**src/hw/rvfi_cfg_pkg.sv**
```systemverilog
// ----------------------------------------
// Trace monitor configuration
// Sizes and widths of the monitored core
// ----------------------------------------

package rvfi_cfg_pkg;

  // ----------------------------------------
  // Datapath
  // ----------------------------------------
  localparam int unsigned XLEN = 32;  // Integer register width
  localparam int unsigned VLEN = 32;  // Virtual address width
  localparam int unsigned INSN_BITS = 32;  // Full-size instruction word

  // Byte lanes of one data word
  localparam int unsigned BE_BITS = XLEN / 8;

  // ----------------------------------------
  // Scoreboard and register file
  // ----------------------------------------
  localparam int unsigned SB_ENTRIES = 8;  // In-flight transactions
  localparam int unsigned TRANS_ID_BITS = $clog2(SB_ENTRIES);
  localparam int unsigned REG_ADDR_BITS = 5;  // x0..x31

  // Sticky interrupt/trap code
  localparam int unsigned INTR_BITS = 3;

endpackage

```
**src/hw/rvfi_trace_pkg.sv**
```systemverilog
// ----------------------------------------
// Trace record format
// Field types, FU and cause encodings
// ----------------------------------------

package rvfi_trace_pkg;

  // ----------------------------------------
  // Field types
  // ----------------------------------------
  typedef logic [rvfi_cfg_pkg::XLEN-1:0] xlen_t;
  typedef logic [rvfi_cfg_pkg::VLEN-1:0] vaddr_t;
  typedef logic [rvfi_cfg_pkg::TRANS_ID_BITS-1:0] trans_id_t;
  typedef logic [rvfi_cfg_pkg::REG_ADDR_BITS-1:0] reg_addr_t;
  typedef logic [rvfi_cfg_pkg::BE_BITS-1:0] be_t;
  typedef logic [rvfi_cfg_pkg::INSN_BITS-1:0] insn_t;

  // Unit type at the load/store control point
  typedef enum logic [1:0] {
    FU_NONE,
    FU_LOAD,
    FU_STORE,
    FU_OTHER
  } lsu_fu_e;

  // Environment calls retire, other exceptions do not
  typedef enum logic [rvfi_cfg_pkg::XLEN-1:0] {
    CAUSE_ECALL_U = 32'd8,
    CAUSE_ECALL_S = 32'd9,
    CAUSE_ECALL_M = 32'd11
  } env_call_cause_e;

  // Sticky intr codes
  localparam logic [rvfi_cfg_pkg::INTR_BITS-1:0] INTR_ASYNC = 3'd5;  // Interrupt taken
  localparam logic [rvfi_cfg_pkg::INTR_BITS-1:0] INTR_SYNC = 3'd3;  // Synchronous trap

  // ----------------------------------------
  // Side-table entry
  // ----------------------------------------
  typedef struct packed {
    xlen_t  rs1_rdata;
    xlen_t  rs2_rdata;
    vaddr_t lsu_addr;
    be_t    lsu_rmask;
    be_t    lsu_wmask;
    xlen_t  lsu_wdata;
    insn_t  insn;  // Already truncated when compressed
  } sb_entry_t;

endpackage

```
**src/hw/rvfi_issue_wr_if.sv**
```systemverilog
// ----------------------------------------
// Issue-time write into the side table
// ----------------------------------------

`timescale 1ns/1ps

interface rvfi_issue_wr_if;
  import rvfi_trace_pkg::*;

  logic      wr_valid;  // Write strobe, one per issued instruction
  trans_id_t wr_id;
  insn_t     wr_insn;
  xlen_t     wr_rs1;
  xlen_t     wr_rs2;

  modport writer(
    output wr_valid, wr_id, wr_insn, wr_rs1, wr_rs2
  );

  modport store(
    input wr_valid, wr_id, wr_insn, wr_rs1, wr_rs2
  );

endinterface

```
**src/hw/rvfi_issue_capture.sv**
```systemverilog
// ----------------------------------------
// Issue capture
// Holds the decoded instruction, emits issue writes
// ----------------------------------------

`timescale 1ns/1ps

module rvfi_issue_capture (
  input  logic                      clk_i,
  input  logic                      rst_ni,
  input  logic                      flush_i,
  input  logic                      fetch_valid_i,
  input  rvfi_trace_pkg::insn_t     fetch_insn_i,
  input  logic                      fetch_compressed_i,
  input  logic                      issue_ack_i,
  input  logic                      decoded_valid_i,
  input  logic                      decoded_ack_i,
  input  logic                      flush_unissued_i,
  input  rvfi_trace_pkg::trans_id_t issue_pointer_i,
  input  rvfi_trace_pkg::xlen_t     rs1_rdata_i,
  input  rvfi_trace_pkg::xlen_t     rs2_rdata_i,
  rvfi_issue_wr_if.writer           wr_o
);
  import rvfi_trace_pkg::*;

  insn_t fetch_trunc;
  logic  buf_valid_d, buf_valid_q;
  insn_t buf_insn_d, buf_insn_q;

  // Compressed words keep only their low half
  assign fetch_trunc = fetch_compressed_i ? {16'b0, fetch_insn_i[15:0]} : fetch_insn_i;

  // ----------------------------------------
  // One-entry decode buffer
  // ----------------------------------------
  always_comb begin
    buf_valid_d = buf_valid_q;
    buf_insn_d  = buf_insn_q;

    if (issue_ack_i) begin
      buf_valid_d = 1'b0;  // Entry left decode
    end

    // Free slot takes whatever fetch offers this cycle
    if (!buf_valid_d) begin
      buf_valid_d = fetch_valid_i;
      buf_insn_d  = fetch_trunc;
    end

    if (flush_i) begin
      buf_valid_d = 1'b0;
    end
  end

  always_ff @(posedge clk_i or negedge rst_ni) begin
    if (!rst_ni) begin
      buf_valid_q <= 1'b0;
    end else begin
      buf_valid_q <= buf_valid_d;
    end
  end

  always_ff @(posedge clk_i) begin
    buf_insn_q <= buf_insn_d;
  end

  // ----------------------------------------
  // Issue write
  // ----------------------------------------
  assign wr_o.wr_valid = decoded_valid_i && decoded_ack_i && !flush_unissued_i;
  assign wr_o.wr_id    = issue_pointer_i;
  assign wr_o.wr_insn  = buf_insn_q;  // Word held since decode
  assign wr_o.wr_rs1   = rs1_rdata_i;
  assign wr_o.wr_rs2   = rs2_rdata_i;

endmodule

```
**src/hw/rvfi_side_table.sv**
```systemverilog
// ----------------------------------------
// Side table
// Per-transaction operands and memory annotations
// ----------------------------------------

`timescale 1ns/1ps

module rvfi_side_table (
  input  logic                      clk_i,
  input  logic                      rst_ni,
  rvfi_issue_wr_if.store            wr_i,
  input  rvfi_trace_pkg::lsu_fu_e   lsu_fu_i,
  input  rvfi_trace_pkg::be_t       lsu_be_i,
  input  rvfi_trace_pkg::vaddr_t    lsu_vaddr_i,
  input  rvfi_trace_pkg::trans_id_t lsu_id_i,
  input  rvfi_trace_pkg::xlen_t     store_data_i,
  input  rvfi_trace_pkg::trans_id_t rd_id_i,
  output rvfi_trace_pkg::sb_entry_t rd_entry_o
);
  import rvfi_cfg_pkg::*;
  import rvfi_trace_pkg::*;

  sb_entry_t mem_d [SB_ENTRIES];
  sb_entry_t mem_q [SB_ENTRIES];
  be_t       lsu_rmask;
  be_t       lsu_wmask;

  // Byte enables split by direction
  assign lsu_rmask = (lsu_fu_i == FU_LOAD) ? lsu_be_i : '0;
  assign lsu_wmask = (lsu_fu_i == FU_STORE) ? lsu_be_i : '0;

  // ----------------------------------------
  // Next-state, both writers by field
  // ----------------------------------------
  always_comb begin
    mem_d = mem_q;

    // Issue write starts a fresh entry
    if (wr_i.wr_valid) begin
      mem_d[wr_i.wr_id].rs1_rdata = wr_i.wr_rs1;
      mem_d[wr_i.wr_id].rs2_rdata = wr_i.wr_rs2;
      mem_d[wr_i.wr_id].insn      = wr_i.wr_insn;
      mem_d[wr_i.wr_id].lsu_addr  = '0;
      mem_d[wr_i.wr_id].lsu_rmask = '0;
      mem_d[wr_i.wr_id].lsu_wmask = '0;
      mem_d[wr_i.wr_id].lsu_wdata = '0;
    end

    // Annotation applied last so it wins on the same entry
    if (lsu_rmask != '0) begin
      mem_d[lsu_id_i].lsu_addr  = lsu_vaddr_i;
      mem_d[lsu_id_i].lsu_rmask = lsu_rmask;
    end else if (lsu_wmask != '0) begin
      mem_d[lsu_id_i].lsu_addr  = lsu_vaddr_i;
      mem_d[lsu_id_i].lsu_wmask = lsu_wmask;
      mem_d[lsu_id_i].lsu_wdata = store_data_i;
    end
  end

  always_ff @(posedge clk_i or negedge rst_ni) begin
    if (!rst_ni) begin
      for (int i = 0; i < SB_ENTRIES; i++) begin
        mem_q[i] <= '0;
      end
    end else begin
      mem_q <= mem_d;
    end
  end

  assign rd_entry_o = mem_q[rd_id_i];  // Combinational read at commit

endmodule

```
**src/hw/rvfi_commit_pack.sv**
```systemverilog
// ----------------------------------------
// Commit packer
// Classifies retirements, registers the record
// ----------------------------------------

`timescale 1ns/1ps

module rvfi_commit_pack (
  input  logic                                   clk_i,
  input  logic                                   rst_ni,
  input  rvfi_trace_pkg::trans_id_t              commit_pointer_i,
  output rvfi_trace_pkg::trans_id_t              rd_id_o,
  input  rvfi_trace_pkg::sb_entry_t              rd_entry_i,
  input  logic                                   commit_valid_i,
  input  logic                                   commit_ack_i,
  input  logic                                   commit_drop_i,
  input  logic                                   ex_valid_i,
  input  rvfi_trace_pkg::xlen_t                  ex_cause_i,
  input  logic [1:0]                             priv_lvl_i,
  input  rvfi_trace_pkg::reg_addr_t              rs1_addr_i,
  input  rvfi_trace_pkg::reg_addr_t              rs2_addr_i,
  input  rvfi_trace_pkg::reg_addr_t              rd_addr_i,
  input  rvfi_trace_pkg::xlen_t                  wdata_i,
  input  rvfi_trace_pkg::xlen_t                  result_i,
  input  rvfi_trace_pkg::vaddr_t                 pc_i,
  output logic                                   rvfi_valid_o,
  output rvfi_trace_pkg::insn_t                  rvfi_insn_o,
  output logic                                   rvfi_trap_o,
  output logic [rvfi_cfg_pkg::INTR_BITS-1:0]     rvfi_intr_o,
  output rvfi_trace_pkg::xlen_t                  rvfi_cause_o,
  output logic [1:0]                             rvfi_mode_o,
  output rvfi_trace_pkg::reg_addr_t              rvfi_rs1_addr_o,
  output rvfi_trace_pkg::reg_addr_t              rvfi_rs2_addr_o,
  output rvfi_trace_pkg::reg_addr_t              rvfi_rd_addr_o,
  output rvfi_trace_pkg::xlen_t                  rvfi_rd_wdata_o,
  output rvfi_trace_pkg::vaddr_t                 rvfi_pc_rdata_o,
  output rvfi_trace_pkg::vaddr_t                 rvfi_mem_addr_o,
  output rvfi_trace_pkg::be_t                    rvfi_mem_rmask_o,
  output rvfi_trace_pkg::be_t                    rvfi_mem_wmask_o,
  output rvfi_trace_pkg::xlen_t                  rvfi_mem_wdata_o,
  output rvfi_trace_pkg::xlen_t                  rvfi_mem_rdata_o,
  output rvfi_trace_pkg::xlen_t                  rvfi_rs1_rdata_o,
  output rvfi_trace_pkg::xlen_t                  rvfi_rs2_rdata_o
);
  import rvfi_cfg_pkg::*;
  import rvfi_trace_pkg::*;

  logic                 exception;
  logic                 is_ecall;
  logic                 retire_valid;
  logic [INTR_BITS-1:0] intr_d, intr_q;

  assign rd_id_o = commit_pointer_i;

  // ----------------------------------------
  // Classification
  // ----------------------------------------
  assign exception = commit_valid_i && ex_valid_i && !commit_drop_i;
  assign is_ecall  = (ex_cause_i == CAUSE_ECALL_U) || (ex_cause_i == CAUSE_ECALL_S) ||
                     (ex_cause_i == CAUSE_ECALL_M);

  // Ecalls still count as executed
  assign retire_valid = (commit_ack_i && !ex_valid_i && !commit_drop_i) ||
                        (exception && is_ecall);

  always_comb begin
    intr_d = intr_q;
    if (exception) begin
      intr_d = ex_cause_i[XLEN-1] ? INTR_ASYNC : INTR_SYNC;
    end
    if (retire_valid) begin
      intr_d = '0;  // Reported once, then cleared
    end
  end

  always_ff @(posedge clk_i or negedge rst_ni) begin
    if (!rst_ni) begin
      intr_q       <= '0;
      rvfi_valid_o <= 1'b0;
      rvfi_trap_o  <= 1'b0;
      rvfi_intr_o  <= '0;
    end else begin
      intr_q       <= intr_d;
      rvfi_valid_o <= retire_valid;
      rvfi_trap_o  <= exception && !ex_cause_i[XLEN-1];  // Sync trap, insn not executed
      rvfi_intr_o  <= intr_q;  // Code from earlier records
    end
  end

  // ----------------------------------------
  // Record payload
  // ----------------------------------------
  always_ff @(posedge clk_i) begin
    rvfi_insn_o      <= rd_entry_i.insn;
    rvfi_cause_o     <= ex_cause_i;
    rvfi_mode_o      <= priv_lvl_i;
    rvfi_rs1_addr_o  <= rs1_addr_i;
    rvfi_rs2_addr_o  <= rs2_addr_i;
    rvfi_rd_addr_o   <= rd_addr_i;
    rvfi_rd_wdata_o  <= wdata_i;
    rvfi_pc_rdata_o  <= pc_i;
    rvfi_mem_addr_o  <= rd_entry_i.lsu_addr;
    rvfi_mem_rmask_o <= rd_entry_i.lsu_rmask;
    rvfi_mem_wmask_o <= rd_entry_i.lsu_wmask;
    rvfi_mem_wdata_o <= rd_entry_i.lsu_wdata;
    rvfi_mem_rdata_o <= result_i;  // Load result from writeback
    rvfi_rs1_rdata_o <= rd_entry_i.rs1_rdata;
    rvfi_rs2_rdata_o <= rd_entry_i.rs2_rdata;
  end

endmodule

```
**src/hw/rvfi_tracer.sv**
```systemverilog
// ----------------------------------------
// RVFI retirement tracer, top level
// ----------------------------------------

`timescale 1ns/1ps

module rvfi_tracer (
  input  logic                               clk_i,
  input  logic                               rst_ni,
  // Fetch and decode probes
  input  logic                               flush_i,
  input  logic                               fetch_valid_i,
  input  rvfi_trace_pkg::insn_t              fetch_insn_i,
  input  logic                               fetch_compressed_i,
  input  logic                               issue_ack_i,
  input  logic                               decoded_valid_i,
  input  logic                               decoded_ack_i,
  input  logic                               flush_unissued_i,
  input  rvfi_trace_pkg::trans_id_t          issue_pointer_i,
  input  rvfi_trace_pkg::xlen_t              rs1_rdata_i,
  input  rvfi_trace_pkg::xlen_t              rs2_rdata_i,
  // Load/store control probes
  input  rvfi_trace_pkg::lsu_fu_e            lsu_fu_i,
  input  rvfi_trace_pkg::be_t                lsu_be_i,
  input  rvfi_trace_pkg::vaddr_t             lsu_vaddr_i,
  input  rvfi_trace_pkg::trans_id_t          lsu_id_i,
  input  rvfi_trace_pkg::xlen_t              store_data_i,
  // Commit probes
  input  rvfi_trace_pkg::trans_id_t          commit_pointer_i,
  input  logic                               commit_valid_i,
  input  logic                               commit_ack_i,
  input  logic                               commit_drop_i,
  input  logic                               ex_valid_i,
  input  rvfi_trace_pkg::xlen_t              ex_cause_i,
  input  logic [1:0]                         priv_lvl_i,
  input  rvfi_trace_pkg::reg_addr_t          rs1_addr_i,
  input  rvfi_trace_pkg::reg_addr_t          rs2_addr_i,
  input  rvfi_trace_pkg::reg_addr_t          rd_addr_i,
  input  rvfi_trace_pkg::xlen_t              wdata_i,
  input  rvfi_trace_pkg::xlen_t              result_i,
  input  rvfi_trace_pkg::vaddr_t             pc_i,
  // Trace record
  output logic                               rvfi_valid_o,
  output rvfi_trace_pkg::insn_t              rvfi_insn_o,
  output logic                               rvfi_trap_o,
  output logic [rvfi_cfg_pkg::INTR_BITS-1:0] rvfi_intr_o,
  output rvfi_trace_pkg::xlen_t              rvfi_cause_o,
  output logic [1:0]                         rvfi_mode_o,
  output rvfi_trace_pkg::reg_addr_t          rvfi_rs1_addr_o,
  output rvfi_trace_pkg::reg_addr_t          rvfi_rs2_addr_o,
  output rvfi_trace_pkg::reg_addr_t          rvfi_rd_addr_o,
  output rvfi_trace_pkg::xlen_t              rvfi_rd_wdata_o,
  output rvfi_trace_pkg::vaddr_t             rvfi_pc_rdata_o,
  output rvfi_trace_pkg::vaddr_t             rvfi_mem_addr_o,
  output rvfi_trace_pkg::be_t                rvfi_mem_rmask_o,
  output rvfi_trace_pkg::be_t                rvfi_mem_wmask_o,
  output rvfi_trace_pkg::xlen_t              rvfi_mem_wdata_o,
  output rvfi_trace_pkg::xlen_t              rvfi_mem_rdata_o,
  output rvfi_trace_pkg::xlen_t              rvfi_rs1_rdata_o,
  output rvfi_trace_pkg::xlen_t              rvfi_rs2_rdata_o
);
  import rvfi_trace_pkg::*;

  trans_id_t rd_id;     // Commit pointer into the table
  sb_entry_t rd_entry;

  rvfi_issue_wr_if issue_wr ();

  rvfi_issue_capture i_issue_capture (
    .clk_i              (clk_i),
    .rst_ni             (rst_ni),
    .flush_i            (flush_i),
    .fetch_valid_i      (fetch_valid_i),
    .fetch_insn_i       (fetch_insn_i),
    .fetch_compressed_i (fetch_compressed_i),
    .issue_ack_i        (issue_ack_i),
    .decoded_valid_i    (decoded_valid_i),
    .decoded_ack_i      (decoded_ack_i),
    .flush_unissued_i   (flush_unissued_i),
    .issue_pointer_i    (issue_pointer_i),
    .rs1_rdata_i        (rs1_rdata_i),
    .rs2_rdata_i        (rs2_rdata_i),
    .wr_o               (issue_wr.writer)
  );

  rvfi_side_table i_side_table (
    .clk_i        (clk_i),
    .rst_ni       (rst_ni),
    .wr_i         (issue_wr.store),
    .lsu_fu_i     (lsu_fu_i),
    .lsu_be_i     (lsu_be_i),
    .lsu_vaddr_i  (lsu_vaddr_i),
    .lsu_id_i     (lsu_id_i),
    .store_data_i (store_data_i),
    .rd_id_i      (rd_id),
    .rd_entry_o   (rd_entry)
  );

  rvfi_commit_pack i_commit_pack (
    .clk_i            (clk_i),
    .rst_ni           (rst_ni),
    .commit_pointer_i (commit_pointer_i),
    .rd_id_o          (rd_id),
    .rd_entry_i       (rd_entry),
    .commit_valid_i   (commit_valid_i),
    .commit_ack_i     (commit_ack_i),
    .commit_drop_i    (commit_drop_i),
    .ex_valid_i       (ex_valid_i),
    .ex_cause_i       (ex_cause_i),
    .priv_lvl_i       (priv_lvl_i),
    .rs1_addr_i       (rs1_addr_i),
    .rs2_addr_i       (rs2_addr_i),
    .rd_addr_i        (rd_addr_i),
    .wdata_i          (wdata_i),
    .result_i         (result_i),
    .pc_i             (pc_i),
    .rvfi_valid_o     (rvfi_valid_o),
    .rvfi_insn_o      (rvfi_insn_o),
    .rvfi_trap_o      (rvfi_trap_o),
    .rvfi_intr_o      (rvfi_intr_o),
    .rvfi_cause_o     (rvfi_cause_o),
    .rvfi_mode_o      (rvfi_mode_o),
    .rvfi_rs1_addr_o  (rvfi_rs1_addr_o),
    .rvfi_rs2_addr_o  (rvfi_rs2_addr_o),
    .rvfi_rd_addr_o   (rvfi_rd_addr_o),
    .rvfi_rd_wdata_o  (rvfi_rd_wdata_o),
    .rvfi_pc_rdata_o  (rvfi_pc_rdata_o),
    .rvfi_mem_addr_o  (rvfi_mem_addr_o),
    .rvfi_mem_rmask_o (rvfi_mem_rmask_o),
    .rvfi_mem_wmask_o (rvfi_mem_wmask_o),
    .rvfi_mem_wdata_o (rvfi_mem_wdata_o),
    .rvfi_mem_rdata_o (rvfi_mem_rdata_o),
    .rvfi_rs1_rdata_o (rvfi_rs1_rdata_o),
    .rvfi_rs2_rdata_o (rvfi_rs2_rdata_o)
  );

endmodule

```
**config.mk**
```make
export PLATFORM = sky130hd
export DESIGN_NAME = rvfi_tracer
export DESIGN_NICKNAME = d
export VERILOG_FILES = /design/src/hw/rvfi_cfg_pkg.sv /design/src/hw/rvfi_trace_pkg.sv /design/src/hw/rvfi_issue_wr_if.sv /design/src/hw/rvfi_issue_capture.sv /design/src/hw/rvfi_side_table.sv /design/src/hw/rvfi_commit_pack.sv /design/src/hw/rvfi_tracer.sv
export SDC_FILE = /design/constraint.sdc
export NUM_CORES = 2
export LEC_CHECK = 0
export BUFFER_PORTS_ARGS = -buffer_cell sky130_fd_sc_hd__buf_2
export CORE_AREA = 5 5 352 354
export CTS_CLUSTER_DIAMETER = 200
export CTS_CLUSTER_SIZE = 24
export DETAILED_ROUTE_END_ITERATION = 8
export DIE_AREA = 0 0 357 359
export GPL_ROUTABILITY_DRIVEN = 0
export PLACE_DENSITY_LB_ADDON = 0.3
export SYNTH_ARGS = -nofsm -noshare
export SYNTH_HDL_FRONTEND = slang
export SYNTH_HIERARCHICAL = 1
export SYNTH_SLANG_ARGS = --single-unit
export TNS_END_PERCENT = 10
```
**constraint.sdc**
```tcl
create_clock -name clk_i -period 1.5 [get_ports clk_i]
set_input_delay 0.3 -clock clk_i [delete_from_list [all_inputs] [get_ports clk_i]]
set_output_delay 0.3 -clock clk_i [all_outputs]
set_load 0.02 [all_outputs]
```
==> flow_summary.ini <==
[outcome]
status = finished with violations
violations = setup timing

[logic_synthesis]
ys_ff_latch = 1698
yosys_warnings = 6
synthesis.nets = 5811
ys_seq_area_share_pct = 58.2
synthCells = 5478
syn_avg_cell_area_sq_um = 12.9
ys_types = 41
synth_top_area_share_pct = 48.0
synth.area.top_cells = dfrtp_1 48%, mux4_2 11%, nand2_1 9.2%, dfxtp_1 8.9%, mux2_2 8.8%
synth_largest_area_cell = dfrtp_1
syn_area_sq_um = 70600

[route]
avgViaCountPerCell = 5.88
wl_per_cell_um = 25.0
first_pass_iters = 6
wirelength_mm = 204
first_iter_violations = 4231
vias = 48100
ant_nets = 0
drcViolationCount = 0

[die]
design.die.area_sq_um = 128000
die_w_um = 357
initial_core_util_pct = 58.5
core-area_sq_um = 121000
dieHeight_um = 359
std_cell_rows = 128
io_pins = 651

[timing]
rsz0062_at_grt = yes
maxClockFrequency_mhz = 607
setup_tns_ns = -0.777
worst_slew_pin_slew_ns = 0.938
maxSlewViolCount = 0
finalCriticalPeriod_ns = 1.65
setup_violations = 36
skew_ns = 0.0240
finalCritPeriodShare_pct = 110
relSlewSlack_pct = 37.0
fin_ws_ns = -0.147
hold_viol = 0

[setup_path]
cp.arrival_ns = 2.23
r2r_slack_ns = 0.13
critical_path_required_ns = 2.08
setup.worst_path.start_class = input pin
critPathKind = input pin to flip-flop
crit_path_max_fanout = 2
cp-end-kind = flip-flop
startpoint = ex_cause_i[9]

[layout]
final_cell_area_sq_um = 86200
nNetsFinal = 6799
fillers = 7696
areaGrowthSynthToFinish_pct = 22.1
post_route_cells_drive_above_1_share_pct = 35.3
final_cells = 8166

[cts]
cts_tree = yes
worstSkewPairLatency_ns = 0.70
cts_buffers = 80
clk_path_buf_depth = 3
clockRootBuffer = clkbuf_16
clk_pin_slew_ns = 0.10
htreeDepth = 3
cts.sinks = 1698
post_cts_buffers = 0

[grt]
grt_pass1_vias = 52200
overflow = 0
grt_max_degree = 82
grt_pass1_wl_mm = 311
grtUsageTotal_pct = 31.3
antenna_found_initial = 15

[min_path]
hp-class = input pin to flip-flop
hp-start = lsu_vaddr_i[22]

[place]
dpl.hpwl_mm = 127
io_buffers = 650
place_inst = 7708
placed_cell_area_sq_um = 78500

[run]
drv_cap = 0

[power_and_ir_drop]
finalPower_mw = 108
powerDensity_nw_per_um2 = 1250
vdd_drop_max_v = 0.00109
power.leakage_nw = 42.4
area by class of cell:
class                      instances  area, sq um  area share (%)
antenna                            9         22.5          0.0261
clock buffer                     140         2230            2.58
multi-input combinational       3294        27000            31.3
clock inverter                     8          140           0.163
inverter                          66          248           0.287
tap                             1625         2030            2.36
sequential                      1698        41500            48.1
timing repair buffer            1326        13000            15.1
final timing paths:
| check | end | depth (start not counted) |
|---|---|---|
| worst max-delay path | i_commit_pack/intr_q[1] | 6 |
| worst min-delay path | i_side_table/mem_q[94] | 3 |
| worst max register to register | i_commit_pack/rvfi_insn_o[22] | 2 |
| worst min register to register | i_commit_pack/rvfi_intr_o[0] | 0 |
| max in group asynchronous | async pin | 4 |
| min in group asynchronous | i_side_table/mem_q[541] | 2 |
cells in the final DEF, fill, tap and decap left out, types with 66 or more instances in the layout:
master,instances
mux2_2,551
dfrtp_1,1353
nand2_1,1739
mux4_2,336
clkbuf_16,80
buf_4,246
dlygate4sd3_1,301
mux2i_1,576
dfxtp_2,221
buf_6,280
buf_2,329
inv_1,66
buf_12,167
critical path: stages:
cell	delay [ns]
dlygate4sd3_1	0.54
buf_2	0.13
or4_4	0.42
a2111oi_4	0.36
nand4_1	0.20
a22o_1	0.27
logic make-up (layout without fill, tap and decap cells):
| kind of cell | after synthesis | after routing | share of synthesized area (%) |
|---|---|---|---|
| buffers and inverters | 486 | 1540 | 3.81 |
| AOI/OAI and AO/OA | 8 | 8 | 0.105 |
| DFF | 1698 | 1698 | 58.2 |
| xor gates and xnor gates | 2 | 2 | 0.0248 |
| and+or+nand+nor | 1820 | 1820 | 10.2 |
| muxes | 1464 | 1464 | 27.7 |
| other | 0 | 9 | 0 |
synth_stat cells, drive strengths merged:
library cell  number
a21oi              4
nand3b             3
clkbuf           139
edfxtp            32
a2111oi            1
nor3b              3
nand4b             3
mux4             336
inv               66
nor4               5
nor2b             12
nor3              15
nor4b              2
nor2               3
buf              281
mux2i            576
mux2             552
dfrtp           1353
dfxtp            313
nand4bb            3
and2b              6
nand2           1739
xnor2              1
a22o               3
nor4bb             3
xor2               1
nand3             13
nand2b             3
and4               2
nand4              2
or4b               1
or4                2
layer usage:
metal / global-route usage [%] / share of wire, % / vias up
li1: - / - / 20500
met1: 41.2 / 39 / 24900
met2: 50.8 / 49 / 2083
met3: 6.18 / 7.3 / 517
met4: 14.4 / 5.4 / 4
met5: 0 / 0.014 / -
report_power, final:
group / internal (mW) / leakage, nW / total [mW] / switching, mW
combinational: 12.2 / 20.9 / 22.2 / 10.1
sequential: 54.8 / 20.4 / 60.1 / 5.28
clock: 10.4 / 1.12 / 25.4 / 15.0
through the flow:
step | util (%) | hold WS (ns) | setup WS (ns)
after floorplan | - | 0.00441 | -0.234
after global placement | 65.0 | 0.199 | -0.511
after detailed placement | 65.0 | 0.199 | -0.543
after CTS | 71.1 | 0.00239 | -0.110
after global routing | 71.4 | 0.0323 | -0.124
final | 71.4 | 0.0539 | -0.147
repair_timing:
action / CTS / global route
hold endpoints to repair: 1724 / 0
hold buffers: 301 / 0
pin swaps: 0 / 2
cloned: 0 / 0
gates resized for setup: 770 / 125
endpoints found under the setup margin: 310 / 212
No activity file was read; power rests on OpenSTA's default activity.
